### config.mk
export PLATFORM = sky130hd
export DESIGN_NAME = vcr_output_port
export DESIGN_NICKNAME = d
export VERILOG_FILES = /design/src/hdl/vcr_pkg.sv /design/src/hdl/vcr_output_port.sv
export SDC_FILE = /design/constraint.sdc
export NUM_CORES = 1
export LEC_CHECK = 0
export BUFFER_PORTS_ARGS = -buffer_cell sky130_fd_sc_hd__buf_4
export CELL_PAD_IN_SITES_DETAIL_PLACEMENT = 1
export CELL_PAD_IN_SITES_GLOBAL_PLACEMENT = 1
export CORE_ASPECT_RATIO = 0.7
export CORE_MARGIN = 1
export CORE_UTILIZATION = 31
export CTS_CLUSTER_DIAMETER = 80
export CTS_CLUSTER_SIZE = 20
export DETAILED_ROUTE_END_ITERATION = 16
export PLACE_DENSITY = 0.77
export RECOVER_POWER = 100
export SETUP_SLACK_MARGIN = 0.05
export SYNTH_ARGS = -nofsm -noshare
export SYNTH_HDL_FRONTEND = slang
export SYNTH_SLANG_ARGS = --single-unit
### constraint.sdc
create_clock -name clk -period 2.85 [get_ports clk]
set_input_delay 0 -clock clk [delete_from_list [all_inputs] [get_ports clk]]
set_output_delay 0 -clock clk [all_outputs]
set_load 0.01 [all_outputs]
### src/hdl/vcr_pkg.sv
// router widths, index and vector typedefs, flit, credit and APB structs, register offsets
package vcr_pkg;

   // ----------------------------------------------------------
   // router dimensions
   // ----------------------------------------------------------
   localparam int num_ports = 4;
   localparam int num_vcs = 2;
   localparam int flit_data_width = 16;

   typedef logic [$clog2(num_ports)-1:0] port_idx_t;
   typedef logic [$clog2(num_vcs)-1:0] vc_idx_t;
   typedef logic [num_ports-1:0] port_vec_t;
   typedef logic [num_vcs-1:0] vc_vec_t;
   typedef logic [flit_data_width-1:0] flit_data_t;

   // dest is the lookahead output port of this router
   typedef struct packed {
      logic valid;
      logic head;
      logic tail;
      vc_idx_t vc;
      port_idx_t dest;
      flit_data_t data;
   } flit_t;

   typedef struct packed {
      logic valid;
      vc_idx_t vc;
   } credit_t;

   // ----------------------------------------------------------
   // register interface
   // ----------------------------------------------------------
   typedef logic [7:0] apb_addr_t;
   typedef logic [31:0] apb_data_t;

   typedef struct packed {
      logic psel;
      logic penable;
      logic pwrite;
      apb_addr_t paddr;
      apb_data_t pwdata;
   } apb_req_t;

   typedef struct packed {
      apb_data_t prdata;
      logic pready;
      logic pslverr;
   } apb_rsp_t;

   // [3:0] input buffer overflow, [7:4] output credit overflow
   typedef logic [2*num_ports-1:0] err_vec_t;

   localparam apb_addr_t reg_ctrl_addr = 8'h00;
   localparam apb_addr_t reg_err_status_addr = 8'h04;

endpackage

### src/hdl/vcr_output_port.sv
// output port with crossbar column mux, output flit register and per-VC credit counters
`timescale 1ns/10ps

module vcr_output_port #(
   parameter int buffer_depth = 4
) (
   input  logic clk,
   input  logic rst,
   input  vcr_pkg::flit_t flits_in [vcr_pkg::num_ports],
   input  vcr_pkg::port_vec_t grant,
   input  logic send,
   input  vcr_pkg::vc_idx_t send_vc,
   input  vcr_pkg::credit_t flow_ctrl_in,
   output vcr_pkg::flit_t channel_out,
   output vcr_pkg::vc_vec_t credit_avail,
   output logic credit_overflow
);

   localparam int cnt_width = $clog2(buffer_depth + 1);

   logic [cnt_width-1:0] cnt [vcr_pkg::num_vcs];
   vcr_pkg::vc_vec_t inc;
   vcr_pkg::vc_vec_t dec;
   vcr_pkg::vc_vec_t at_max;
   vcr_pkg::flit_t sel_flit;
   vcr_pkg::flit_t out_q;
   logic out_valid;

   // crossbar column, grant is one-hot
   always_comb
   begin
      sel_flit = flits_in[0];
      for (int ii = 0; ii < vcr_pkg::num_ports; ii++)
      begin
         if (grant[ii])
            sel_flit = flits_in[ii];
      end
   end

   always_comb
   begin
      for (int v = 0; v < vcr_pkg::num_vcs; v++)
      begin
         dec[v] = send && (send_vc == vcr_pkg::vc_idx_t'(v));
         inc[v] = flow_ctrl_in.valid && (flow_ctrl_in.vc == vcr_pkg::vc_idx_t'(v));
         at_max[v] = (cnt[v] == cnt_width'(buffer_depth));
         credit_avail[v] = (cnt[v] != '0);
      end
      // a credit beyond the downstream buffer size cannot be real
      credit_overflow = |(inc & at_max);
      channel_out = out_q;
      channel_out.valid = out_valid;
   end

   always_ff @(posedge clk)
   begin
      if (send)
         out_q <= sel_flit;
   end

   always_ff @(posedge clk)
   begin
      if (rst)
      begin
         out_valid <= 1'b0;
         for (int v = 0; v < vcr_pkg::num_vcs; v++)
            cnt[v] <= cnt_width'(buffer_depth);
      end
      else
      begin
         out_valid <= send;
         for (int v = 0; v < vcr_pkg::num_vcs; v++)
         begin
            case ({inc[v] && !at_max[v], dec[v]})
               2'b10: cnt[v] <= cnt[v] + 1'b1;
               2'b01: cnt[v] <= cnt[v] - 1'b1;
               default: cnt[v] <= cnt[v];
            endcase
         end
      end
   end

endmodule

======== After elaboration in Yosys (flattened, before gate mapping) ========
Memory sizes are Yosys's and may differ from the RTL's.
Index checks and enable logic that the tools add are counted.
storage, ports and cells
  flip-flop bits (word level) ............. 22
  bits in writable memories ............... 6
  input port bits ......................... 98
  output and inout port bits .............. 25
  word-level logic and storage cells ...... 68
  memories ................................ 1
memories
  memory  depth  bits a word  read ports  clocked after memory_dff  wr ports  line                   RTL
  cnt     2      3            2           0                         2         vcr_output_port.sv:21  logic [cnt_width-1:0] cnt [vcr_pkg::num_vcs];
operators by class
  $add $sub $neg .......................... 4
  equality and inequality tests ........... 6
  multiplexer cells ....................... 29
  bitwise logic cells ..................... 9
  reductions and logical operators ........ 13
operators with widths
  kind                                                                   number
  21-bit 2-to-1 mux                                                      3
  1-bit 2-to-1 mux                                                       20
  3-bit 2-to-1 mux                                                       6
  3-bit by 1-bit adder with 3-bit output, second input constant          2
  3-bit equality test, second input constant                             2
  1-bit logical AND                                                      6
  1-bit OR                                                               6
  3-bit nonzero test                                                     2
  2-bit OR reduction                                                     3
  3-bit by 1-bit subtractor with 3-bit output, second input constant     2
  2-bit by 1-bit equality test with 1-bit output, second input constant  2
  2-bit equality test, second input constant                             2
  2-bit AND                                                              1
  1-bit zero test                                                        2
  1-bit NOT                                                              2

======== Longest topological paths before layout ========
An unclocked memory read counts as a cell.
  depth in word-level cells ............... 11
  gate-level depth with buffers ........... 9

======== Least setup slack after synthesis ========
OpenSTA, ideal clock, no wires.
  kind .................................... register to register
  start ................................... mem cnt[0][0] (netlist name)
  end ..................................... mem cnt[0][2] (netlist name) (data pin)
  arrival ................................. 1,879 ps
  required time ........................... 2,586 ps
  setup slack ............................. 707 ps
  stages on the path, launching flop included .. 10
  buffers on the path ..................... 0
  period minus slack after synthesis ...... 2,143 ps
  cells stage by stage .................... edfxtp_1 -> inv_1 -> nand3_1 -> nand3b_1 -> ha_1 -> or2b_1 -> fa_1 -> xnor2_1 -> nor2_1 -> nand3b_1
RTL lines
  what         line
  from (decl)  vcr_output_port.sv:21

==> results.py <==
metrics = {
    "outcome": {
        "outcome": "finished clean",
    },
    "clock_tree": {
        "cts_tree": "built",
        "post_cts_resized": 0,
        "clkTransAtPathRegs_ns": 0.10,
        "cts_buffers": 3,
        "clkSinkCount": 28,
        "insertion_delay_ns": 0.27,
        "clk_path_buf_depth": 2,
        "cts_root_buf": "clkbuf_8",
        "cts-htree-levels": 1,
    },
    "routing": {
        "first_pass_iters": 4,
        "wl_per_cell_um": 15.29,
        "postRouteAntennaNets": 0,
        "drt_wl_total_mm": 5.488,
        "num_vias": 1694,
        "drt_iter0_drc": 38,
        "via_per_inst": 4.719,
        "drc_errors": 0,
    },
    "sta": {
        "fin_crit_ns": 2.423,
        "rsz0062_at_grt": "no",
        "slew_headroom_pct": 17.11,
        "timing.fmax_mhz": 412.7,
        "finalCritPeriodShare_pct": 85.02,
        "tightest_slew_ns": 1.243,
        "slew_violations": 0,
        "hold_viol": 0,
        "fin_setup_tns_ns": 0,
        "setup_viol": 0,
        "fin_hold_ws_ns": 0.004745,
        "skew_ns": 0.001156,
    },
    "worst_hold_path": {
        "hp-class": "in2reg",
        "hp-start": "flits_in[0]",
    },
    "power_and_ir_drop": {
        "sw_frac_of_total_pct": 26.91,
        "seq_power_share_pct": 47.9,
        "p_switching_mw": 0.2926,
        "intPower_mw": 0.7947,
        "p_leak_nw": 1.228,
        "pwr-share-clk_pct": 23.0,
        "p_per_area_mw_per_mm2": 395.5,
        "comb_power_share_pct": 29.1,
        "peakVddDrop_mv": 0.1504,
    },
    "cells_and_area": {
        "num-nets-final": 391,
        "n_fill_cell": 685,
        "n_antenna_cell": 0,
        "mostFrequentLayoutCells": "buf_4, edfxtp_1, clkbuf_1",
        "syn2layout_area_growth_pct": 40.38,
        "drive_gt1_share_pct": 34.15,
        "final_common_cell": "buf_4",
    },
    "logic_synthesis": {
        "synth_top_area_share_pct": 41.41,
        "synth_fp_nets": 278,
        "yosys_warnings": 0,
        "ys_ff_latch": 28,
        "syn_inst": 172,
        "synth-seq-area-share_pct": 42.43,
        "yosys.area.top_type": "edfxtp_1",
        "yosysUniqueCellTypes": 31,
        "synthTopCellsByArea": "edfxtp_1, mux2_4, mux2i_1",
        "avgSynthCellArea_um2": 11.38,
        "syn-cell-area_mm2": 0.001958,
    },
    "die": {
        "std_cell_rows": 23,
        "start_util_pct": 33.19,
        "die_h_um": 68.50,
        "die_w_um": 96.99,
        "ioPinCount": 123,
        "fp.coreArea_mm2": 0.005899,
        "dieArea_mm2": 0.006643,
    },
    "critical_path": {
        "cp-start-kind": "flip-flop",
        "crit_required_ns": 2.89,
        "critPathKind": "reg2reg",
        "cp.arrival_ns": 2.46,
        "r2r_start": "cnt[1][0]$_DFFE_PP_",
        "startpoint": "cnt[1][0]$_DFFE_PP_",
        "end_kind": "flip-flop",
        "cp_max_fo": 3,
    },
    "global_route": {
        "grt_pass1_wl_mm": 7.914,
        "grt_use_total_pct": 15.44,
        "antenna_found_initial": 0,
        "grt_max_degree": 43,
        "grt_pass1_vias": 1687,
        "gr-total-overflow": 0,
    },
    "run": {
        "max-cap-violations": 0,
    },
    "placement": {
        "port_buffers": 117,
        "place_congestion": 0.7747,
        "dpl.hpwl_mm": 4.320,
    },
}
[cell type report]
class,instances,area (um^2),share of cell area [%]
timing repair buffer,119,797.0,28.99
sequential,28,830.8,30.22
inverter,7,26.28,0.9558
tap,75,93.84,3.414
multi-input combinational,126,945.9,34.41
clock buffer,4,55.05,2.003
[power by group through the flow]
stage               clock network [mW]  registers [mW]  logic [mW]
floorplan                            0           0.545       0.170
global placement                     0           0.529       0.360
detailed placement                   0           0.532       0.372
CTS                              0.260           0.523       0.374
global route                     0.277           0.526       0.347
finish                           0.250           0.521       0.316
[routing by layer]
layer	GRT usage [%]	part of all wire (%)	vias up	wire length, um
met4	3.358	0.87	0	48
met3	4.839	7.4	4	406
li1	-	-	840	-
met1	17.66	42	788	2283
met2	29.05	50	62	2749
met5	0	0	-	0
[worst paths after layout]
kind	endpoint	slack [ns]	cells after the start
worst max-delay path	cnt[1][1]$_DFFE_PP_	0.43	9
worst min register to register	cnt[1][0]$_DFFE_PP_	0.59	1
worst min-delay path	channel_out[0]$_DFFE_PP_	0.005	3
worst max register to register	cnt[1][1]$_DFFE_PP_	0.43	9
[flip-flops by register name, indices dropped and copies added (netlist names)]
| name | count |
|---|---|
| cnt | 6 |
| channel_out | 21 |
| out_valid | 1 |
[kinds of logic (layout without fill, tap and decap cells)]
logic type / Yosys count / after routing / synth area share, %
AOI/OAI and AO/OA: 26 / 26 / 7.220
buffers and inverters: 18 / 130 / 4.856
and+or+nand+nor: 47 / 47 / 12.01
adders and majority gates: 8 / 8 / 5.495
xor gates and xnor gates: 3 / 3 / 1.342
muxes: 42 / 42 / 26.65
DFF: 28 / 28 / 42.43
[synthesized netlist by cell type]
master,number
and3b_1,1
ha_1,7
or3_1,1
o21ai_1,20
o21ai_0,1
xor2_1,1
nor2b_1,2
a31o_2,1
nand2_1,24
xnor2_1,2
mux2_2,1
nor4b_1,1
buf_2,1
inv_1,7
nand2b_1,2
mux2_4,20
edfxtp_1,27
nor2_1,6
buf_6,2
or2b_1,1
nor4_4,1
nand3_1,2
nor3_1,4
nand3b_1,2
o21bai_1,2
a31oi_1,2
fa_1,1
buf_4,3
mux2i_1,21
clkbuf_1,5
dfxtp_1,1
[worst max-delay path, cell delays in order, from the launching register on]
cell and delay [ns]:
edfxtp_1 0.42, inv_1 0.11, ha_1 0.19, nand2_1 0.08, nand3_1 0.12, inv_1 0.05, ha_1 0.19, nor4_1 0.57
nor2_1 0.18, a31o_2 0.27
[stage by stage]
step | setup slack [ns] | area [um^2] | util [%] | total power [mW] | instances
CTS | 0.4054 | 2927 | 49.61 | 1.156 | 358
detailed placement | 0.4121 | 2861 | 48.50 | 0.9039 | 353
global route | 0.3442 | 2749 | 46.60 | 1.151 | 359
floorplan | 0.7075 | 1958 | - | 0.7151 | 172
global placement | 0.5867 | 2861 | 48.50 | 0.8898 | 353
finish | 0.4271 | 2749 | 46.60 | 1.087 | 359
[timing repair]
action / CTS / global route
hold endpoints to repair: 1 / 1
setup buffers: 0 / 0
hold buffers: 1 / 1
No activity file was read; power rests on OpenSTA's default activity.
