--- src/hdl/vcr_pkg.sv ---
// router widths, index and vector typedefs, flit, credit and APB structs, register offsets
package vcr_pkg;

   // ----------------------------------------------------------
   // router dimensions
   // ----------------------------------------------------------
   localparam int num_ports = 4;
   localparam int num_vcs = 2;
   localparam int flit_data_width = 16;

   typedef logic [$clog2(num_ports)-1:0] port_idx_t;
   typedef logic [$clog2(num_vcs)-1:0] vc_idx_t;
   typedef logic [num_ports-1:0] port_vec_t;
   typedef logic [num_vcs-1:0] vc_vec_t;
   typedef logic [flit_data_width-1:0] flit_data_t;

   // dest is the lookahead output port of this router
   typedef struct packed {
      logic valid;
      logic head;
      logic tail;
      vc_idx_t vc;
      port_idx_t dest;
      flit_data_t data;
   } flit_t;

   typedef struct packed {
      logic valid;
      vc_idx_t vc;
   } credit_t;

   // ----------------------------------------------------------
   // register interface
   // ----------------------------------------------------------
   typedef logic [7:0] apb_addr_t;
   typedef logic [31:0] apb_data_t;

   typedef struct packed {
      logic psel;
      logic penable;
      logic pwrite;
      apb_addr_t paddr;
      apb_data_t pwdata;
   } apb_req_t;

   typedef struct packed {
      apb_data_t prdata;
      logic pready;
      logic pslverr;
   } apb_rsp_t;

   // [3:0] input buffer overflow, [7:4] output credit overflow
   typedef logic [2*num_ports-1:0] err_vec_t;

   localparam apb_addr_t reg_ctrl_addr = 8'h00;
   localparam apb_addr_t reg_err_status_addr = 8'h04;

endpackage

--- src/hdl/vcr_input_port.sv ---
// input port with one circular flit FIFO per VC, overflow detection and credit return
`timescale 1ns/10ps

module vcr_input_port #(
   parameter int buffer_depth = 4
) (
   input  logic clk,
   input  logic rst,
   input  vcr_pkg::flit_t channel_in,
   input  vcr_pkg::vc_vec_t pop,
   output vcr_pkg::flit_t head_flits [vcr_pkg::num_vcs],
   output vcr_pkg::credit_t flow_ctrl_out,
   output logic overflow
);

   localparam int ptr_width = $clog2(buffer_depth);
   localparam int cnt_width = $clog2(buffer_depth + 1);

   vcr_pkg::flit_t mem [vcr_pkg::num_vcs][buffer_depth];
   logic [ptr_width-1:0] rd_ptr [vcr_pkg::num_vcs];
   logic [ptr_width-1:0] wr_ptr [vcr_pkg::num_vcs];
   logic [cnt_width-1:0] count [vcr_pkg::num_vcs];

   vcr_pkg::vc_vec_t full;
   vcr_pkg::vc_vec_t push;
   vcr_pkg::vc_idx_t pop_vc;

   always_comb
   begin
      pop_vc = '0;
      for (int v = 0; v < vcr_pkg::num_vcs; v++)
      begin
         full[v] = (count[v] == cnt_width'(buffer_depth));
         push[v] = channel_in.valid && (channel_in.vc == vcr_pkg::vc_idx_t'(v)) && !full[v];
         if (pop[v])
            pop_vc = vcr_pkg::vc_idx_t'(v);
         // oldest entry, valid only while the FIFO holds something
         head_flits[v] = mem[v][rd_ptr[v]];
         head_flits[v].valid = (count[v] != '0);
      end
      // a flit sent without credit finds its FIFO full and is lost
      overflow = channel_in.valid && full[channel_in.vc];
   end

   always_ff @(posedge clk)
   begin
      for (int v = 0; v < vcr_pkg::num_vcs; v++)
      begin
         if (push[v])
            mem[v][wr_ptr[v]] <= channel_in;
      end
   end

   always_ff @(posedge clk)
   begin
      if (rst)
      begin
         for (int v = 0; v < vcr_pkg::num_vcs; v++)
         begin
            rd_ptr[v] <= '0;
            wr_ptr[v] <= '0;
            count[v] <= '0;
         end
         flow_ctrl_out <= '0;
      end
      else
      begin
         for (int v = 0; v < vcr_pkg::num_vcs; v++)
         begin
            if (push[v])
               wr_ptr[v] <= (wr_ptr[v] == ptr_width'(buffer_depth - 1)) ? '0 : wr_ptr[v] + 1'b1;
            if (pop[v])
               rd_ptr[v] <= (rd_ptr[v] == ptr_width'(buffer_depth - 1)) ? '0 : rd_ptr[v] + 1'b1;
            case ({push[v], pop[v]})
               2'b10: count[v] <= count[v] + 1'b1;
               2'b01: count[v] <= count[v] - 1'b1;
               default: count[v] <= count[v];
            endcase
         end
         // one credit per flit leaving, at the grant edge
         flow_ctrl_out.valid <= |pop;
         flow_ctrl_out.vc <= pop_vc;
      end
   end

endmodule

--- config.mk ---
export PLATFORM = sky130hd
export DESIGN_NAME = vcr_input_port
export DESIGN_NICKNAME = d
export VERILOG_FILES = /design/src/hdl/vcr_pkg.sv /design/src/hdl/vcr_input_port.sv
export SDC_FILE = /design/constraint.sdc
export NUM_CORES = 1
export LEC_CHECK = 0
export ABC_AREA = 1
export BUFFER_PORTS_ARGS = -buffer_cell sky130_fd_sc_hd__buf_2
export CAP_MARGIN = 20
export CORE_UTILIZATION = 31
export DETAILED_ROUTE_END_ITERATION = 8
export SYNTH_ARGS = -nofsm -noshare
export SYNTH_HDL_FRONTEND = slang
export SYNTH_SLANG_ARGS = --single-unit
--- constraint.sdc ---
create_clock -name clk -period 5.15 [get_ports clk]
set_input_delay 0.2575 -clock clk [delete_from_list [all_inputs] [get_ports clk]]
set_output_delay 0.2575 -clock clk [all_outputs]
set_load 0.005 [all_outputs]
## Yosys cells after proc, flatten, opt, wreduce, memory -nomap -nowiden

Memory sizes are Yosys's and may differ from the RTL's.
Cells that the tools add are included.
Widths: inputs -> output; s select.

| storage, ports and cells | value |
|---|---|
| bits of input ports | 26 |
| output and inout port bits | 47 |
| RAM bits | 190 |
| memories | 4 |
| register bits after elaboration | 2 |
| logic and storage cells | 124 |

| operators by class | value |
|---|---|
| magnitude comparators | 7 |
| eq/ne operators | 10 |
| add/subtract/negate cells | 8 |
| bitwise logic cells | 15 |
| reduce and logical (&&, ||, !) cells | 15 |
| mux-type cells | 63 |

Memory list:

| memory | words | width | rd ports | clocked after Yosys merged registers in | wr ports | RTL line | text |
|---|---|---|---|---|---|---|---|
| mem | 2 | 88 | 2 | 0 | 1 | vcr_input_port.sv:19 | `vcr_pkg::flit_t mem [vcr_pkg::num_vcs][buffer_depth];` |
| count | 2 | 3 | 2 | 0 | 2 | vcr_input_port.sv:22 | `logic [cnt_width-1:0] count [vcr_pkg::num_vcs];` |
| rd_ptr | 2 | 2 | 2 | 0 | 2 | vcr_input_port.sv:20 | `logic [ptr_width-1:0] rd_ptr [vcr_pkg::num_vcs];` |
| wr_ptr | 2 | 2 | 2 | 0 | 2 | vcr_input_port.sv:21 | `logic [ptr_width-1:0] wr_ptr [vcr_pkg::num_vcs];` |

Operator list:

| operator | count |
|---|---|
| $mux 88 | 4 |
| $bmux 22 s2 | 2 |
| $demux 22 s2 | 2 |
| $reduce_or 88->1 | 1 |
| $mux 21 | 4 |
| $mux 22 | 2 |
| $mux 1 | 35 |
| $mux 3 | 6 |
| $mux 2 | 8 |
| $eq 2x2->1 const B | 6 |
| $ge 3x3->1 const B | 4 |
| $not 2->3 | 4 |
| $or 1x1->1 | 10 |
| $add 2x1->2 const B | 4 |
| $logic_and 1x1->1 | 7 |
| $add 3x1->3 const B | 2 |
| $eq 3x3->1 const B | 2 |
| $lt 3x1->1 const B | 2 |
| $reduce_bool 3->1 | 2 |
| $reduce_or 2->1 | 3 |
| $sub 3x1->3 const B | 2 |
| $eq 2x1->1 const B | 2 |
| $logic_not 1->1 | 2 |
| $lt 1x2->1 const B | 1 |
| $not 1->1 | 1 |

## Depth between registers and ports, before layout

| depth | value |
|---|---|
| depth after elaboration | 10 |
| gate-level depth with buffers | 11 |
| gate-level depth less buffers | 11 |

## Least setup slack after synthesis

No wires, ideal clock.

| timing path | value |
|---|---|
| kind | reg2reg |
| start point | memory count[1][0] in the netlist's numbering |
| end point | memory mem[0][110] in the netlist's numbering, enable pin |
| clock period less this slack | 2.187 ns |
| setup time | 0.399 ns |
| arrival time | 1.789 ns |
| stages on the path, launching flop included | 6 |
| path slack | 2.963 ns |
| buffers on the path | 0 |
| data required time | 4.751 ns |
| cell sequence | edfxtp_1 > inv_1 > ha_1 > nand2_1 > nand3_2 > nor2_1 |

RTL lines:

| item | RTL line |
|---|---|
| start: declaration | vcr_input_port.sv:22 |
| end: declaration | vcr_input_port.sv:19 |

==> impl_results.md <==
- Status: finished clean
- I/O Buffers: between 70 and 80
- Core area: about 23000 um^2
- Area of the die: around 24000 um^2
- Clk_lat worst skew: between 400 and 500 ps
- First DRT Iteration DRCs: ~280
- Post-synth EDFFs: around 180
- Crit path DAT: 2870 ps
- Top_reg_cell synth: edfxtp_1
- Wirelength, routed: approximately 16000 um
- IO Pins: between 70 and 80
- Fin. Hold Viols: 0
- Initial antenna violation count: 0
- Worst reg-to-reg setup slack: approximately 2900 ps
- Initial core utilization: 0.320
- Post-DP HPWL: roughly 9500 um
- Max capacitance violation total: 0
- Final cycle utilization of the critical path: 0.607
- CTS Root Cell: clkbuf_16
- Worst clock skew: 7.42 ps
- # diodes: 0
- Vias in the first global route: about 4200
- Clock Tree Buf Depth: 2
- Most frequent cell after synthesis: edfxtp_1
- Congestion Overflow GR: 0
- CTS buffer count: 17
- Setup violators final: 0
- Cts hold-fix bufs: 1
- RSZ-0062 raised after global routing: false
- Min cycle time layout: roughly 3100 ps
- Area Growth Syn to Fin: 17.5%
- Max_slew headroom: 0.421
- Clock Sink Count: between 150 and 200
- Resize count post-CTS: 0
- Top cells by area, synth: edfxtp_1 75%, nor2_1 5.6%, o21ai_0 5.5%, o22ai_1 3.7%, ha_1 2.9%
- Synth Register Bits: between 150 and 200
- Commonest cells post-synth: 182 x edfxtp_1, 110 x nor2_1, 80 x o21ai_0
- Total power per unit cell area: around 400 nW/um^2
- Vert. Die Dim: approximately 160 um
- Worst path required time: 4890 ps
- DR vias/cell: between 4 and 5
- Endpoint class of the critical path: output port
- Biggest area consumer among synthesized cells: edfxtp_1
- First-pass GRT wire length: approximately 24000 um
- NumNets Final: approximately 660
- Largest net degree at the start of global routing: between 40 and 50
- Crit Path Max Fanout: 23
- Least-Margin Pin Slew: between 800 and 900 ps
- Post-synth top area share: 0.746
- CTS tree: yes
- Max Slew Vio Count: 0
- H-tree depth: 4
- Die Width: between 150 and 200 um
- Hold_ws: 104 ps
- TNS Setup: 0 ps
- GR Util All Layers: 0.135
- Worst Setup Path Type: reg -> out
- # DRC: 0
- Peak Freq: between 0.3 and 0.4 GHz
- Post-route ant nets: 0
- Maximum vdd drop: roughly 240 uV
- Vias: about 4300
- Clk slew on worst S/H paths: 70 ps
- Ys async rst share: 0
- Worst Hold Class: in -> reg
- Mapped cell area: about 7300 um^2
- Crit path launch type: register
- Sequential area share after synthesis: 0.751
- DR WL/cell: between 15 and 20 um
- Post-CTS Setup Bufs: 0
- Static Leak: around 3 nW
- Final Wtd Congestion: 0.705
- Ys Warns: 0
- DRT Pass-1 Iters: 4
- Share of post-route cells with drive strength above 1: 0.206
- Post-Syn Area per Cell: roughly 14 um^2
- Net Count, Synth: just under 600
- FP Rows: 55
- Number of library cell types mapped by synthesis: 25
- Mapped Cells: 538
==> power by group <==
part           switching, W  leakage (nW)  internal [W]
clock              0.000550         0.278      0.000717
sequential        0.0000340          1.69       0.00171
combinational      0.000240          1.07      0.000131
total              0.000824          3.03       0.00256
==> through the flow <==
stage                     power (W)  instance area (um^2)  cells   util  setup slack, ps
after floorplan             0.00199                  7330    538      -             2960
after global placement      0.00215                  8010    905  0.350             2420
after detailed placement    0.00216                  8010    905  0.350             2390
after CTS                   0.00342                  8600    937  0.375             1920
after global routing        0.00352                  8610    938  0.376             1760
final                       0.00338                  8610    938  0.376             2020
==> metal layers <==
layer  track usage  share of wire  vias up  routed length (um)
met2         0.214           0.47      106                7270
li1              -              -     2103                   -
met3        0.0297          0.044       16                 690
met4        0.0537          0.015        0                 231
met1         0.181           0.47     2115                7320
met5             0              0        -                   0
==> cell type report <==
cell class / instances / area (um^2)
inverters: 35 / 134
multi-input cells: 292 / 1560
clock inverters: 14 / 150
repair buffers: 83 / 453
clock buffers: 17 / 425
flip-flops and latches: 184 / 5510
well taps: 313 / 392
fillers: 2203 / 14300
==> state kept, by name, summed over array words and instances (netlist names) <==
name	cells
count	6
flow_ctrl_out	2
mem	168
rd_ptr	4
wr_ptr	4
==> kinds of logic (layout without fill, tap and decap cells) <==
| kind of cell | after synthesis | count (layout) | synth area share |
|---|---|---|---|
| DFF | 184 | 184 | 0.751 |
| AOI/OAI and AO/OA | 136 | 136 | 0.100 |
| and+or+nand+nor | 137 | 137 | 0.0763 |
| buffers and inverters | 62 | 149 | 0.0394 |
| adders and majority gates | 18 | 18 | 0.0318 |
| xor gates and xnor gates | 1 | 1 | 0.00120 |
==> critical path: stages, from the launching register on <==
cell,delay (ps)
edfxtp_1,920
clkinv_1,870
o21ai_1,320
o22ai_1,170
buf_2,160
==> cell usage in the layout, fill, tap and decap left out, types with 2 or more instances in the layout <==
master / instances
o22ai_1: 43
o21ai_1: 10
clkinv_1: 4
o21ai_0: 80
edfxtp_1: 182
nor2_1: 102
dfxtp_1: 2
inv_1: 30
buf_4: 9
bufinv_16: 2
inv_6: 2
nand2_4: 2
a21oi_1: 3
nor2_2: 9
clkinv_4: 2
nand2_1: 16
clkinvlp_4: 2
nand3_2: 3
clkinv_2: 2
nand3_1: 3
ha_1: 17
inv_2: 2
clkbuf_16: 17
buf_2: 72
inv_8: 2
==> final timing paths <==
kind                                startpoint  cells after the start              to
worst max-delay path              rd_ptr[0][1]                      4  head_flits[33]
worst min-delay path            channel_in[17]                      1     mem[0][149]
worst max register to register     count[1][0]                      6     mem[0][160]
worst min register to register     count[0][0]                      1     count[0][0]
Note: power is estimated with default switching activity, not from simulation.
