<file path="config.mk">
export PLATFORM = sky130hd
export DESIGN_NAME = vcr_err_cfg
export DESIGN_NICKNAME = d
export VERILOG_FILES = /design/src/hdl/vcr_pkg.sv /design/src/hdl/vcr_err_cfg.sv
export SDC_FILE = /design/constraint.sdc
export NUM_CORES = 1
export LEC_CHECK = 0
export ABC_AREA = 1
export BUFFER_PORTS_ARGS = -buffer_cell sky130_fd_sc_hd__clkbuf_2
export CORE_MARGIN = 10
export CORE_UTILIZATION = 39
export CTS_CLUSTER_DIAMETER = 60
export DETAILED_ROUTE_END_ITERATION = 6
export PLACE_DENSITY = 0.83
export SYNTH_ARGS = -nofsm -noshare
export SYNTH_HDL_FRONTEND = slang
export SYNTH_SLANG_ARGS = --single-unit
</file>
<file path="constraint.sdc">
create_clock -name clk -period 1.6 [get_ports clk]
set_input_delay 0.32 -clock clk [delete_from_list [all_inputs] [get_ports clk]]
set_output_delay 0.32 -clock clk [all_outputs]
set_load 0.02 [all_outputs]
</file>
<file path="src/hdl/vcr_pkg.sv">
// router widths, index and vector typedefs, flit, credit and APB structs, register offsets
package vcr_pkg;

   // ----------------------------------------------------------
   // router dimensions
   // ----------------------------------------------------------
   localparam int num_ports = 4;
   localparam int num_vcs = 2;
   localparam int flit_data_width = 16;

   typedef logic [$clog2(num_ports)-1:0] port_idx_t;
   typedef logic [$clog2(num_vcs)-1:0] vc_idx_t;
   typedef logic [num_ports-1:0] port_vec_t;
   typedef logic [num_vcs-1:0] vc_vec_t;
   typedef logic [flit_data_width-1:0] flit_data_t;

   // dest is the lookahead output port of this router
   typedef struct packed {
      logic valid;
      logic head;
      logic tail;
      vc_idx_t vc;
      port_idx_t dest;
      flit_data_t data;
   } flit_t;

   typedef struct packed {
      logic valid;
      vc_idx_t vc;
   } credit_t;

   // ----------------------------------------------------------
   // register interface
   // ----------------------------------------------------------
   typedef logic [7:0] apb_addr_t;
   typedef logic [31:0] apb_data_t;

   typedef struct packed {
      logic psel;
      logic penable;
      logic pwrite;
      apb_addr_t paddr;
      apb_data_t pwdata;
   } apb_req_t;

   typedef struct packed {
      apb_data_t prdata;
      logic pready;
      logic pslverr;
   } apb_rsp_t;

   // [3:0] input buffer overflow, [7:4] output credit overflow
   typedef logic [2*num_ports-1:0] err_vec_t;

   localparam apb_addr_t reg_ctrl_addr = 8'h00;
   localparam apb_addr_t reg_err_status_addr = 8'h04;

endpackage

</file>
<file path="src/hdl/vcr_err_cfg.sv">
// APB register block with capture mode control, sticky error status and error output
`timescale 1ns/10ps

module vcr_err_cfg (
   input  logic clk,
   input  logic rst,
   input  vcr_pkg::apb_req_t apb_req,
   output vcr_pkg::apb_rsp_t apb_rsp,
   input  vcr_pkg::err_vec_t errors,
   output logic error
);

   logic hold_mode;
   vcr_pkg::err_vec_t err_status;
   vcr_pkg::err_vec_t errors_q;
   vcr_pkg::err_vec_t clr;
   logic access;
   logic ctrl_hit;
   logic status_hit;
   logic wr_en;

   // ----------------------------------------------------------
   // APB decode, zero wait states
   // ----------------------------------------------------------
   always_comb
   begin
      access = apb_req.psel && apb_req.penable;
      ctrl_hit = (apb_req.paddr == vcr_pkg::reg_ctrl_addr);
      status_hit = (apb_req.paddr == vcr_pkg::reg_err_status_addr);
      wr_en = access && apb_req.pwrite;
      clr = (wr_en && status_hit) ? vcr_pkg::err_vec_t'(apb_req.pwdata) : '0;

      apb_rsp.pready = access;
      apb_rsp.pslverr = access && !(ctrl_hit || status_hit);
      apb_rsp.prdata = '0;
      if (ctrl_hit)
         apb_rsp.prdata[0] = hold_mode;
      else if (status_hit)
         apb_rsp.prdata[$bits(vcr_pkg::err_vec_t)-1:0] = err_status;
   end

   always_ff @(posedge clk)
   begin
      if (rst)
      begin
         hold_mode <= 1'b0;
         err_status <= '0;
         errors_q <= '0;
      end
      else
      begin
         errors_q <= errors;
         if (wr_en && ctrl_hit)
            hold_mode <= apb_req.pwdata[0];
         // write-1 clear, a new error in the same cycle stays set
         err_status <= (err_status & ~clr) | errors;
      end
   end

   // hold mode keeps error up until software clears the status
   assign error = hold_mode ? |err_status : |errors_q;

endmodule

</file>
* Word level (Yosys, flattened, before mapping)
Index checks and enable logic that the tools add are counted.
** Word-level totals
- Register bits :: 17
- Bits of input ports :: 53
- Output and inout bits :: 35
- Logic and storage cells :: 22
** Operators by class
- Equality and inequality tests :: 1
- Muxes and demuxes :: 5
- Bitwise operators :: 3
- Reductions and logical operators :: 10
** Operator list (number)
- $mux 8 :: 2
- $reduce_or 8->1 :: 2
- $and 8x8->8 :: 1
- $eq 8x3->1 const B :: 1
- $logic_not 8->1 :: 1
- $not 8->8 :: 1
- $or 8x8->8 :: 1
- $mux 7 :: 1
- $logic_and 1x1->1 :: 5
- $mux 1 :: 2
- $logic_not 1->1 :: 1
- $logic_or 1x1->1 :: 1

* Longest topological paths before layout
Gate-level depths: netlist (run 1).
- Depth after elaboration :: 7
- Depth in mapped cells :: 7
- Gate-level depth less buffers :: 7

* Worst setup path before layout (run 1)
No wires, ideal clock.
- Kind :: input-to-output
- Start point :: input apb_req[33] (netlist bit)
- End point :: output apb_rsp[3] (netlist bit)
- Arrival time :: 1.060 ns
- Required time :: 1.280 ns
- Path slack :: 0.220 ns
- Stages on the path :: 5
- Buffers on the path :: 0
- Cell sequence :: nor2_2 > nand2_2 > nor2_8 > inv_4 > nor2_1
** RTL lines
- from (decl) :: RTL line vcr_err_cfg.sv:7 : input vcr_pkg::apb_req_t apb_req,
- to (decl) :: RTL line vcr_err_cfg.sv:8 : output vcr_pkg::apb_rsp_t apb_rsp,

==> summary.md, run 1 <==
| Metric | Value |
|---|---|
| Via count | `882` |
| Syn Area/Cell | `6.79 sq um` |
| Peak supply drop | `0.393 mV` |
| N_diodes | `0` |
| DRT iter0 DRCs | `58` |
| Fin Clk Skew | `0 ps` |
| Worst path slowest cell | `clkbuf_2` |
| Sequential fraction of the synthesis area | `34.1%` |
| Mux contribution to synthesized area | `0%` |
| Vias in the first global route | `938` |
| Drc violations | `0` |
| Initial Util | `40.7%` |
| Critical Path Max Stage Delay | `180 ps` |
| Final worst-path cycle share | `94.3%` |
| IO Port Bufs | `39` |
| Max-slew violations | `0` |
| Pwr Density | `752 nW/um^2` |
| Clk sinks | `17` |
| Antenna violations before repair | `0` |
| # IOs | `88` |
| Core Area | `2450 sq um` |
| CP Cell Sequence | `clkbuf_2, nor2_2, nand2_2, nor2_8, inv_4, o21ai_2, clkbuf_2` |
| Worst Path Required | `1280 ps` |
| Setup WS pre-CTS | `76.9 ps` |
| Die Y | `70.6 microns` |
| Adder-cell share of the synthesized area | `0%` |
| Run status | `complete, no violations` |
| Post-CTS Setup Inserts | `0` |
| Yosys warning count | `0` |
| Worst-Skew Late Latency | `290 ps` |
| Final nets | `242` |
| Drt total wl | `2.41 mm` |
| Main combinational cell family by area after synthesis | `simple AND/OR/NAND/NOR gates` |
| Worst hold margin | `225 ps` |
| CTS tree | `built` |
| Compound-Gate Fraction of Synth Area | `1.88%` |
| Synthesis-to-finish area growth | `16.7%` |
| Gpl congestion | `0.778` |
| CTS H-tree lvls | `1` |
| WL per Instance | `11.1 microns` |
| Top post-synthesis cells by area | `dfxtp_1, buf_4, nand2_1` |
| First-pass GRT wire length | `3.87 mm` |
| Root buf cell | `clkbuf_4` |
| Total iterations of the first detailed-routing run | `3` |
| Top cell family by delay on the critical path | `simple AND/OR/NAND/NOR gates` |
| Leakage | `0.000720 uW` |
| Mapped Cells | `147` |
| Hold Crit Class | `in -> reg` |
| Mapped Area | `998 sq um` |
| Total die area | `4980 sq um` |
| XOR/XNOR share of the synthesized area | `0%` |
| Vias per cell | `4.05` |
| Half-perimeter wire length after placement | `2.12 mm` |
| Total grt overflow | `0` |
| Synth Area in Simple Gates | `35.8%` |
| WS Path Type | `in -> out` |
| Worst setup margin | `91.3 ps` |
| Top cell type's share of synthesized area | `34.1%` |
| Die Span X | `70.6 microns` |
| Most common cell in the netlist | `nand2_1` |
| Fillers | `275` |
| Crit path max fanout | `8` |
| Primary FF master, synth | `dfxtp_1` |
| Global-route usage over all layers | `9.19%` |
| Crit path DAT | `1190 ps` |
| Synth top cells by count | `nand2_1, buf_4, inv_1` |
| Max_cap viols | `0` |
| Worst-path clk slew | `90 ps` |
| Post-synth top area cell | `dfxtp_1` |
| Crit end category | `output pin` |
| Layout cells sized above 1 | `31.9%` |
| Fmax | `663 MHz` |
| EDFF count, synth | `0` |
| #FFs+latches synth | `17` |
| WP buf/inv | `3` |
| Clk buf depth | `2` |
| Fraction of registers with async set/reset | `0%` |
| Tmin final | `1510 ps` |
| FP Rows | `18` |
| CP most frequent cell | `clkbuf_2` |
| TritonCTS Buffers | `3` |
| Routed Antenna Nets | `0` |
| Final Hold Fails | `0` |
| Largest net degree at the start of global routing | `11` |
| Startpoint Class | `input port` |
| RSZ-0062 raised after global routing | `yes` |
| Unique masters post-synth | `17` |
| Final setup violation count | `0` |
[placed cells by master, fill, tap and decap left out, types with 2 or more instances in the layout]
cell      count
dfxtp_1      17
nor3_1        2
nor2_2        9
a21oi_1       2
clkbuf_2     37
inv_1        20
nand3_1      10
conb_1       24
nand2_1      32
buf_2         2
nor2_1       19
clkbuf_4      3
nand2_2       3
[through the flow]
step	setup TNS (ps)	utilization, %	instance area [sq um]	power, uW	std cells
after floorplan	0	-	1080	645	170
after global placement	0	46.1	1130	651	214
after detailed placement	0	46.1	1130	655	214
after CTS	0	47.2	1160	879	218
after global routing	-12.0	47.5	1160	927	218
final	0	47.5	1160	876	218
[layer usage]
| metal | share of wire, % | track usage, % |
|---|---|---|
| met5 | 0 | 0 |
| met4 | 0.99 | 3.23 |
| met3 | 13 | 5.72 |
| met2 | 45 | 15.0 |
| met1 | 41 | 9.50 |
[flip-flops by register name, indices dropped and copies added (netlist names)]
| name | cells |
|---|---|
| err_status | 8 |
| errors_q | 8 |
| hold_mode | 1 |
[report_power, final]
group | internal (uW) | total, uW | switching, uW
combinational | 55.4 | 182 | 127
clock | 93.0 | 227 | 134
sequential | 453 | 466 | 13.2
total | 601 | 876 | 274
[worst paths after layout]
check / end / start / slack (ps) / depth (start not counted)
max: apb_rsp[2] / apb_req[33] / 90 / 7
min: errors_q[7] / errors[7] / 220 / 3
max reg2reg: err_status[0] / err_status[0] / 930 / 4
min reg2reg: err_status[1] / err_status[1] / 540 / 4
[timing repair]
action,in CTS,in global routing
hold buffers,0,0
hold endpoints to repair,0,0
setup endpoints to repair,0,2
resized for setup,0,3
[area by class of cell]
class	instances	area, sq um	share of cell area (%)
multi-input combinational	105	472	40.5
sequential	17	340	29.2
timing repair buffer	40	203	17.4
inverter	22	85.1	7.30
tap	30	37.5	3.22
clock buffer	3	22.5	1.93
clock inverter	1	5.00	0.430
[worst register-to-register path, stage by stage (launching register included)]
cell and delay [ps]:
dfxtp_1 310, inv_1 90, nor2_1 50, nand2_1 70, nand2_1 50
[logic make-up after synthesis]
logic type      after synthesis
compound gates                3
buf+inv                      48
flops                        17
other cells                   1
simple gates                 78
(Power assumes the default switching activity.)
==> inputs of run 2 (changes only) <==
--- a/config.mk
+++ b/config.mk
@@ -7,10 +7,12 @@
 export LEC_CHECK = 0
 export ABC_AREA = 1
 export BUFFER_PORTS_ARGS = -buffer_cell sky130_fd_sc_hd__clkbuf_2
-export CORE_MARGIN = 10
+export CORE_MARGIN = 4
 export CORE_UTILIZATION = 39
+export CTS_BUF_LIST = sky130_fd_sc_hd__clkbuf_4 sky130_fd_sc_hd__clkbuf_8
 export CTS_CLUSTER_DIAMETER = 60
 export DETAILED_ROUTE_END_ITERATION = 6
+export GPL_ROUTABILITY_DRIVEN = 0
 export PLACE_DENSITY = 0.83
 export SYNTH_ARGS = -nofsm -noshare
 export SYNTH_HDL_FRONTEND = slang
==> run 2 against run 1 <==
Net effect: critical path depth did not move; register-to-register slack got worse by 20 ps; non-clock buffer count did not move; largest power group unchanged; critical endpoint unchanged; worst setup slack improved by 23 ps; clock power rose by 8.8%; largest cell class unchanged; design area fell by 0.22%; wire length fell by 18%.
==> summary.md, run 2 (synthesized netlist as in run 1, its figures left out) <==
| Metric | Value |
|---|---|
| CTS H-tree lvls | `1 (unchanged)` |
| Worst-Skew Late Latency | `290 ps (about the same)` |
| Total die area | `3430 sq um (was 4980 sq um)` |
| Final Power | `892 uW (was 876 uW)` |
| Drc violations | `0 (unchanged)` |
| Setup WS pre-CTS | `99.3 ps (was 76.9 ps)` |
| WS Path Type | `in -> out (unchanged)` |
| Worst Path Required | `1280 ps (about the same)` |
| Worst hold margin | `217 ps (was 225 ps)` |
| Half-perimeter wire length after placement | `1.69 mm (was 2.12 mm)` |
| Crit end category | `output pin (unchanged)` |
| Hold_buf cts | `0 (unchanged)` |
| TritonCTS Buffers | `3 (unchanged)` |
| Post-route cell area | `1160 sq um (about the same)` |
| DP Area | `1130 sq um (unchanged)` |
| Layout cells sized above 1 | `31.4% (was 31.9%)` |
| Via count | `867 (was 882)` |
| Startpoint Class | `input port (unchanged)` |
| DRT iter0 DRCs | `14 (was 58)` |
| WL per Instance | `9.06 microns (was 11.1 microns)` |
| Crit path DAT | `1170 ps (was 1190 ps)` |
| Routed Antenna Nets | `0 (unchanged)` |
| Clk sinks | `17 (unchanged)` |
| Worst-path clk slew | `100 ps (was 90 ps)` |
| Leakage | `0.000719 uW (was 0.000720 uW)` |
| Initial Util | `40.7% (unchanged)` |
| FP Rows | `18 (unchanged)` |
| Pwr Density | `767 nW/um^2 (was 752 nW/um^2)` |
| Most frequent cells in the layout | `clkbuf_2, nand2_1, conb_1 (unchanged)` |
| Post-CTS Setup Inserts | `0 (unchanged)` |
| Final worst-path cycle share | `92.8% (was 94.3%)` |
| Root buf cell | `clkbuf_4 (unchanged)` |
| Antenna violations before repair | `0 (unchanged)` |
| Hold Crit Class | `in -> reg (unchanged)` |
| Run status | `complete, no violations (unchanged)` |
| Fillers | `277 (was 275)` |
| Setup_tns | `0 ps (unchanged)` |
| IO Port Bufs | `39 (unchanged)` |
| Final Hold Fails | `0 (unchanged)` |
| Synthesis-to-finish area growth | `16.4% (was 16.7%)` |
| Max-slew violations | `0 (unchanged)` |
| Peak supply drop | `0.336 mV (was 0.393 mV)` |
| Commonest non-fill, non-tap cell in the layout | `clkbuf_2 (unchanged)` |
| Largest net degree at the start of global routing | `11 (unchanged)` |
| Global-route usage over all layers | `11.1% (was 9.19%)` |
| Crit path max fanout | `8 (unchanged)` |
| Total iterations of the first detailed-routing run | `4 (was 3)` |
| Core Area | `2450 sq um (unchanged)` |
| Resized cells post-CTS | `0 (unchanged)` |
| Final setup violation count | `0 (unchanged)` |
| First-pass GRT wire length | `2.83 mm (was 3.87 mm)` |
| Final nets | `242 (unchanged)` |
| Drt total wl | `1.97 mm (was 2.41 mm)` |
| Vias per cell | `3.98 (was 4.05)` |
| Die Y | `58.6 microns (was 70.6 microns)` |
| Total grt overflow | `0 (unchanged)` |
| CTS tree | `built (unchanged)` |
| Worst setup margin | `115 ps (was 91.3 ps)` |
| Fin Clk Skew | `0 ps (unchanged)` |
| Vias in the first global route | `681 (was 938)` |
| N_diodes | `0 (unchanged)` |
| Clk buf depth | `2 (unchanged)` |
| Fmax | `673 MHz (was 663 MHz)` |
| RSZ-0062 raised after global routing | `no (was yes)` |
| Largest registers | `err_status: 8 flops, errors_q: 8 flops, hold_mode: 1 flops (unchanged)` |
| Tmin final | `1490 ps (was 1510 ps)` |
| # IOs | `88 (unchanged)` |
| Max_cap viols | `0 (unchanged)` |
| Die Span X | `58.6 microns (was 70.6 microns)` |
-- run 2: cell type report --
class / count / area (sq um) / area share, %
Multi-Input combinational cell: 105 / 467 / 40.2
Sequential cell: 17 / 340 / 29.3
Timing Repair Buffer: 40 / 203 / 17.4
Inverter: 22 / 85.1 / 7.32
Tap cell: 30 / 37.5 / 3.23
Clock buffer: 4 / 30.0 / 2.58
-- run 2: final timing paths --
| kind | endpoint | slack, ps | from | cells after the start |
|---|---|---|---|---|
| setup / recovery | apb_rsp[2] | 110 | apb_req[33] | 7 |
| hold / removal | errors_q[7] | 220 | errors[7] | 3 |
| setup reg to reg | err_status[0] | 910 | err_status[0] | 4 |
| hold reg to reg | hold_mode | 540 | hold_mode | 2 |
-- run 2: routing by layer --
layer | vias up | part of all wire, % | wire length, microns | global-route usage (%)
li1 | 470 | - | - | -
met1 | 356 | 40 | 797 | 14.1
met2 | 39 | 45 | 880 | 16.1
met3 | 2 | 14 | 272 | 3.95
met4 | 0 | 1.2 | 23 | 6.80
met5 | - | 0 | 0 | 0
-- run 2: report_power, final --
group	leakage (uW)	total, uW	switching (uW)	internal, uW
Combinational	0.000559	179	124	54.9
Sequential	0.000142	465	12.6	453
Clock	0.0000184	247	133	114
-- run 2: critical path, stage by stage --
cell      delay, ps
clkbuf_2         80
nor2_2          140
nand2_2         110
nor2_8          130
inv_4            80
o21ai_2         120
clkbuf_2        180
-- run 2: through the flow --
stage,utilization [%],cells
2_1_floorplan,-,170
3_3_place_gp,46.1,214
3_5_place_dp,46.1,214
4_1_cts,47.3,218
5_1_grt,47.3,218
6_report,47.3,218
==> inputs of run 3 (changes only) <==
--- a/config.mk
+++ b/config.mk
@@ -14,6 +14,7 @@
 export DETAILED_ROUTE_END_ITERATION = 6
 export GPL_ROUTABILITY_DRIVEN = 0
 export PLACE_DENSITY = 0.83
+export REMOVE_ABC_BUFFERS = 1
 export SYNTH_ARGS = -nofsm -noshare
 export SYNTH_HDL_FRONTEND = slang
 export SYNTH_SLANG_ARGS = --single-unit
==> run 3 against run 2 <==
Net effect: clock skew did not move; register-to-register slack improved by 40 ps; cell count increased by 0.46%; power is 1.9% lower; clock-buffer cell count shrank 1; maximum frequency down 1.8%; critical path depth decreased by 2; hold slack gained 14 ps; sequential power about the same; sequential share of layout area fell by 0.31 points; largest power group unchanged; highest routed layer unchanged.
==> summary.md, run 3 (synthesized netlist as in run 1, its figures left out) <==
| Metric | Value |
|---|---|
| Setup_tns | `0 ps (unchanged)` |
| IO Port Bufs | `39 (unchanged)` |
| Startpoint Class | `register (was input port)` |
| Initial Util | `40.7% (unchanged)` |
| Worst Reg-to-Reg Cells | `4 (unchanged)` |
| Worst Path Required | `1280 ps (about the same)` |
| Crit path max fanout | `1 (was 8)` |
| Drc violations | `0 (unchanged)` |
| Peak supply drop | `0.392 mV (was 0.336 mV)` |
| Hold Crit Class | `in -> reg (unchanged)` |
| Most frequent cells in the layout | `clkbuf_2, nand2_1, conb_1 (unchanged)` |
| Crit end category | `output pin (unchanged)` |
| WP buf/inv | `1 (was 3)` |
| FP Rows | `18 (unchanged)` |
| Total iterations of the first detailed-routing run | `4 (unchanged)` |
| WHS Path Cells | `3 (unchanged)` |
| Largest registers | `err_status: 8 flops, errors_q: 8 flops, hold_mode: 1 flops (unchanged)` |
| Vias in the first global route | `752 (was 681)` |
| # IOs | `88 (unchanged)` |
| N_diodes | `0 (unchanged)` |
| Vias per cell | `4.01 (was 3.98)` |
| Global-route usage over all layers | `11.6% (was 11.1%)` |
| Commonest non-fill, non-tap cell in the layout | `clkbuf_2 (unchanged)` |
| Final Core Density | `47.9% (was 47.3%)` |
| Worst-path clk slew | `100 ps (about the same)` |
| Die Span X | `58.6 microns (unchanged)` |
| DP Cell Count | `215 (was 214)` |
| Critical Path Max Stage Delay | `310 ps (was 180 ps)` |
| CP Cell Sequence | `nor2_1, nand2_1, nor3_2, a21oi_1, buf_2 (was clkbuf_2, nor2_2, nand2_2, nor2_8, inv_4, o21ai_2, clkbuf_2)` |
| Final setup violation count | `0 (unchanged)` |
| Largest net degree at the start of global routing | `11 (unchanged)` |
| Total die area | `3430 sq um (unchanged)` |
| Synthesis-to-finish area growth | `17.7% (was 16.4%)` |
| WS Path Type | `reg -> out (was in -> out)` |
| Tmin final | `1510 ps (was 1490 ps)` |
| First-pass GRT wire length | `3.04 mm (was 2.83 mm)` |
| Final nets | `243 (was 242)` |
| Drt total wl | `2.05 mm (was 1.97 mm)` |
| DRT iter0 DRCs | `13 (was 14)` |
| Routed Antenna Nets | `0 (unchanged)` |
| Die Y | `58.6 microns (unchanged)` |
| Fin Clk Skew | `0 ps (unchanged)` |
| Max_cap viols | `0 (unchanged)` |
| CTS H-tree lvls | `1 (unchanged)` |
| Layout cells sized above 1 | `32.8% (was 31.4%)` |
| Via count | `879 (was 867)` |
| Max-slew violations | `0 (unchanged)` |
| Final worst-path cycle share | `94.5% (was 92.8%)` |
| Core Area | `2450 sq um (unchanged)` |
| Worst-Skew Late Latency | `290 ps (about the same)` |
| CTS tree | `built (unchanged)` |
| Root buf cell | `clkbuf_4 (unchanged)` |
| Antenna violations before repair | `0 (unchanged)` |
| Leakage | `0.000724 uW (was 0.000719 uW)` |
| Clk buf depth | `2 (unchanged)` |
| Total grt overflow | `0 (unchanged)` |
| Fmax | `661 MHz (was 673 MHz)` |
| WL per Instance | `9.37 microns (was 9.06 microns)` |
| Worst path slowest cell | `dfxtp_1 (was clkbuf_2)` |
| Clk sinks | `17 (unchanged)` |
| Half-perimeter wire length after placement | `1.68 mm (was 1.69 mm)` |
| Pwr Density | `744 nW/um^2 (was 767 nW/um^2)` |
| Run status | `complete, no violations (unchanged)` |
| Fin cells | `219 (was 218)` |
| Crit path DAT | `1190 ps (was 1170 ps)` |
| Top cell family by delay on the critical path | `simple AND/OR/NAND/NOR gates (unchanged)` |
| Setup WS pre-CTS | `119 ps (was 99.3 ps)` |
| Critical Path Stages | `5 (was 7)` |
| Final Hold Fails | `0 (unchanged)` |
| TritonCTS Buffers | `3 (unchanged)` |
| Worst setup margin | `87.5 ps (was 115 ps)` |
## run 3: cell types whose count changed in the layout (fill, tap and decap cells not counted), sizes merged
cell,delta
clkbuf,-2
buf,+2
clkinv,+1
## run 3: power breakdown
part / internal [uW] / leakage, uW / switching [uW]
registers: 453 / 0.000142 / 12.6
clock network: 93.0 / 0.0000177 / 134
logic: 56.5 / 0.000564 / 126
total: 602 / 0.000724 / 272
## run 3: worst reg2reg max path, cell delays in order, from the launching register on
cell	delay, ps
dfxtp_1	310
inv_1	90
nor2_1	50
nand2_1	60
nand2_1	40
## run 3: worst paths after layout
path | startpoint | to | slack [ps]
worst min register to register | err_status[1] | err_status[1] | 540
worst max register to register | err_status[2] | err_status[2] | 950
worst max-delay path | errors_q[0] | error | 90
worst min-delay path | errors[3] | errors_q[3] | 230
## run 3: stage by stage
stage | power [uW] | hold WS, ps | area (sq um)
6_report | 874 | 231 | 1170
5_1_grt | 921 | 226 | 1170
4_1_cts | 879 | 224 | 1170
3_5_place_dp | 654 | 523 | 1140
3_3_place_gp | 651 | 523 | 1140
2_1_floorplan | 595 | 436 | 892
## run 3: what timing repair did
action	CTS	global route
gates resized for setup	0	3
buffers inserted	0	0
endpoints found under the setup margin	0	1
hold buffers	0	0
## run 3: layout make-up
class,count,area (sq um)
Timing Repair Buffer,41,210
Clock inverter,1,5.00
Inverter,22,85.1
Sequential cell,17,340
Fill cell,263,1280
Tap cell,30,37.5
Clock buffer,3,22.5
Multi-Input combinational cell,105,474
## run 3: metal layers
metal	global-route usage, %	routed length (microns)	share of wire (%)	up-vias
met5	0	0	0	-
met4	5.83	18	0.88	0
met3	1.75	148	7.2	2
met2	20.1	1040	51	33
met1	13.9	849	41	370
li1	-	-	-	474
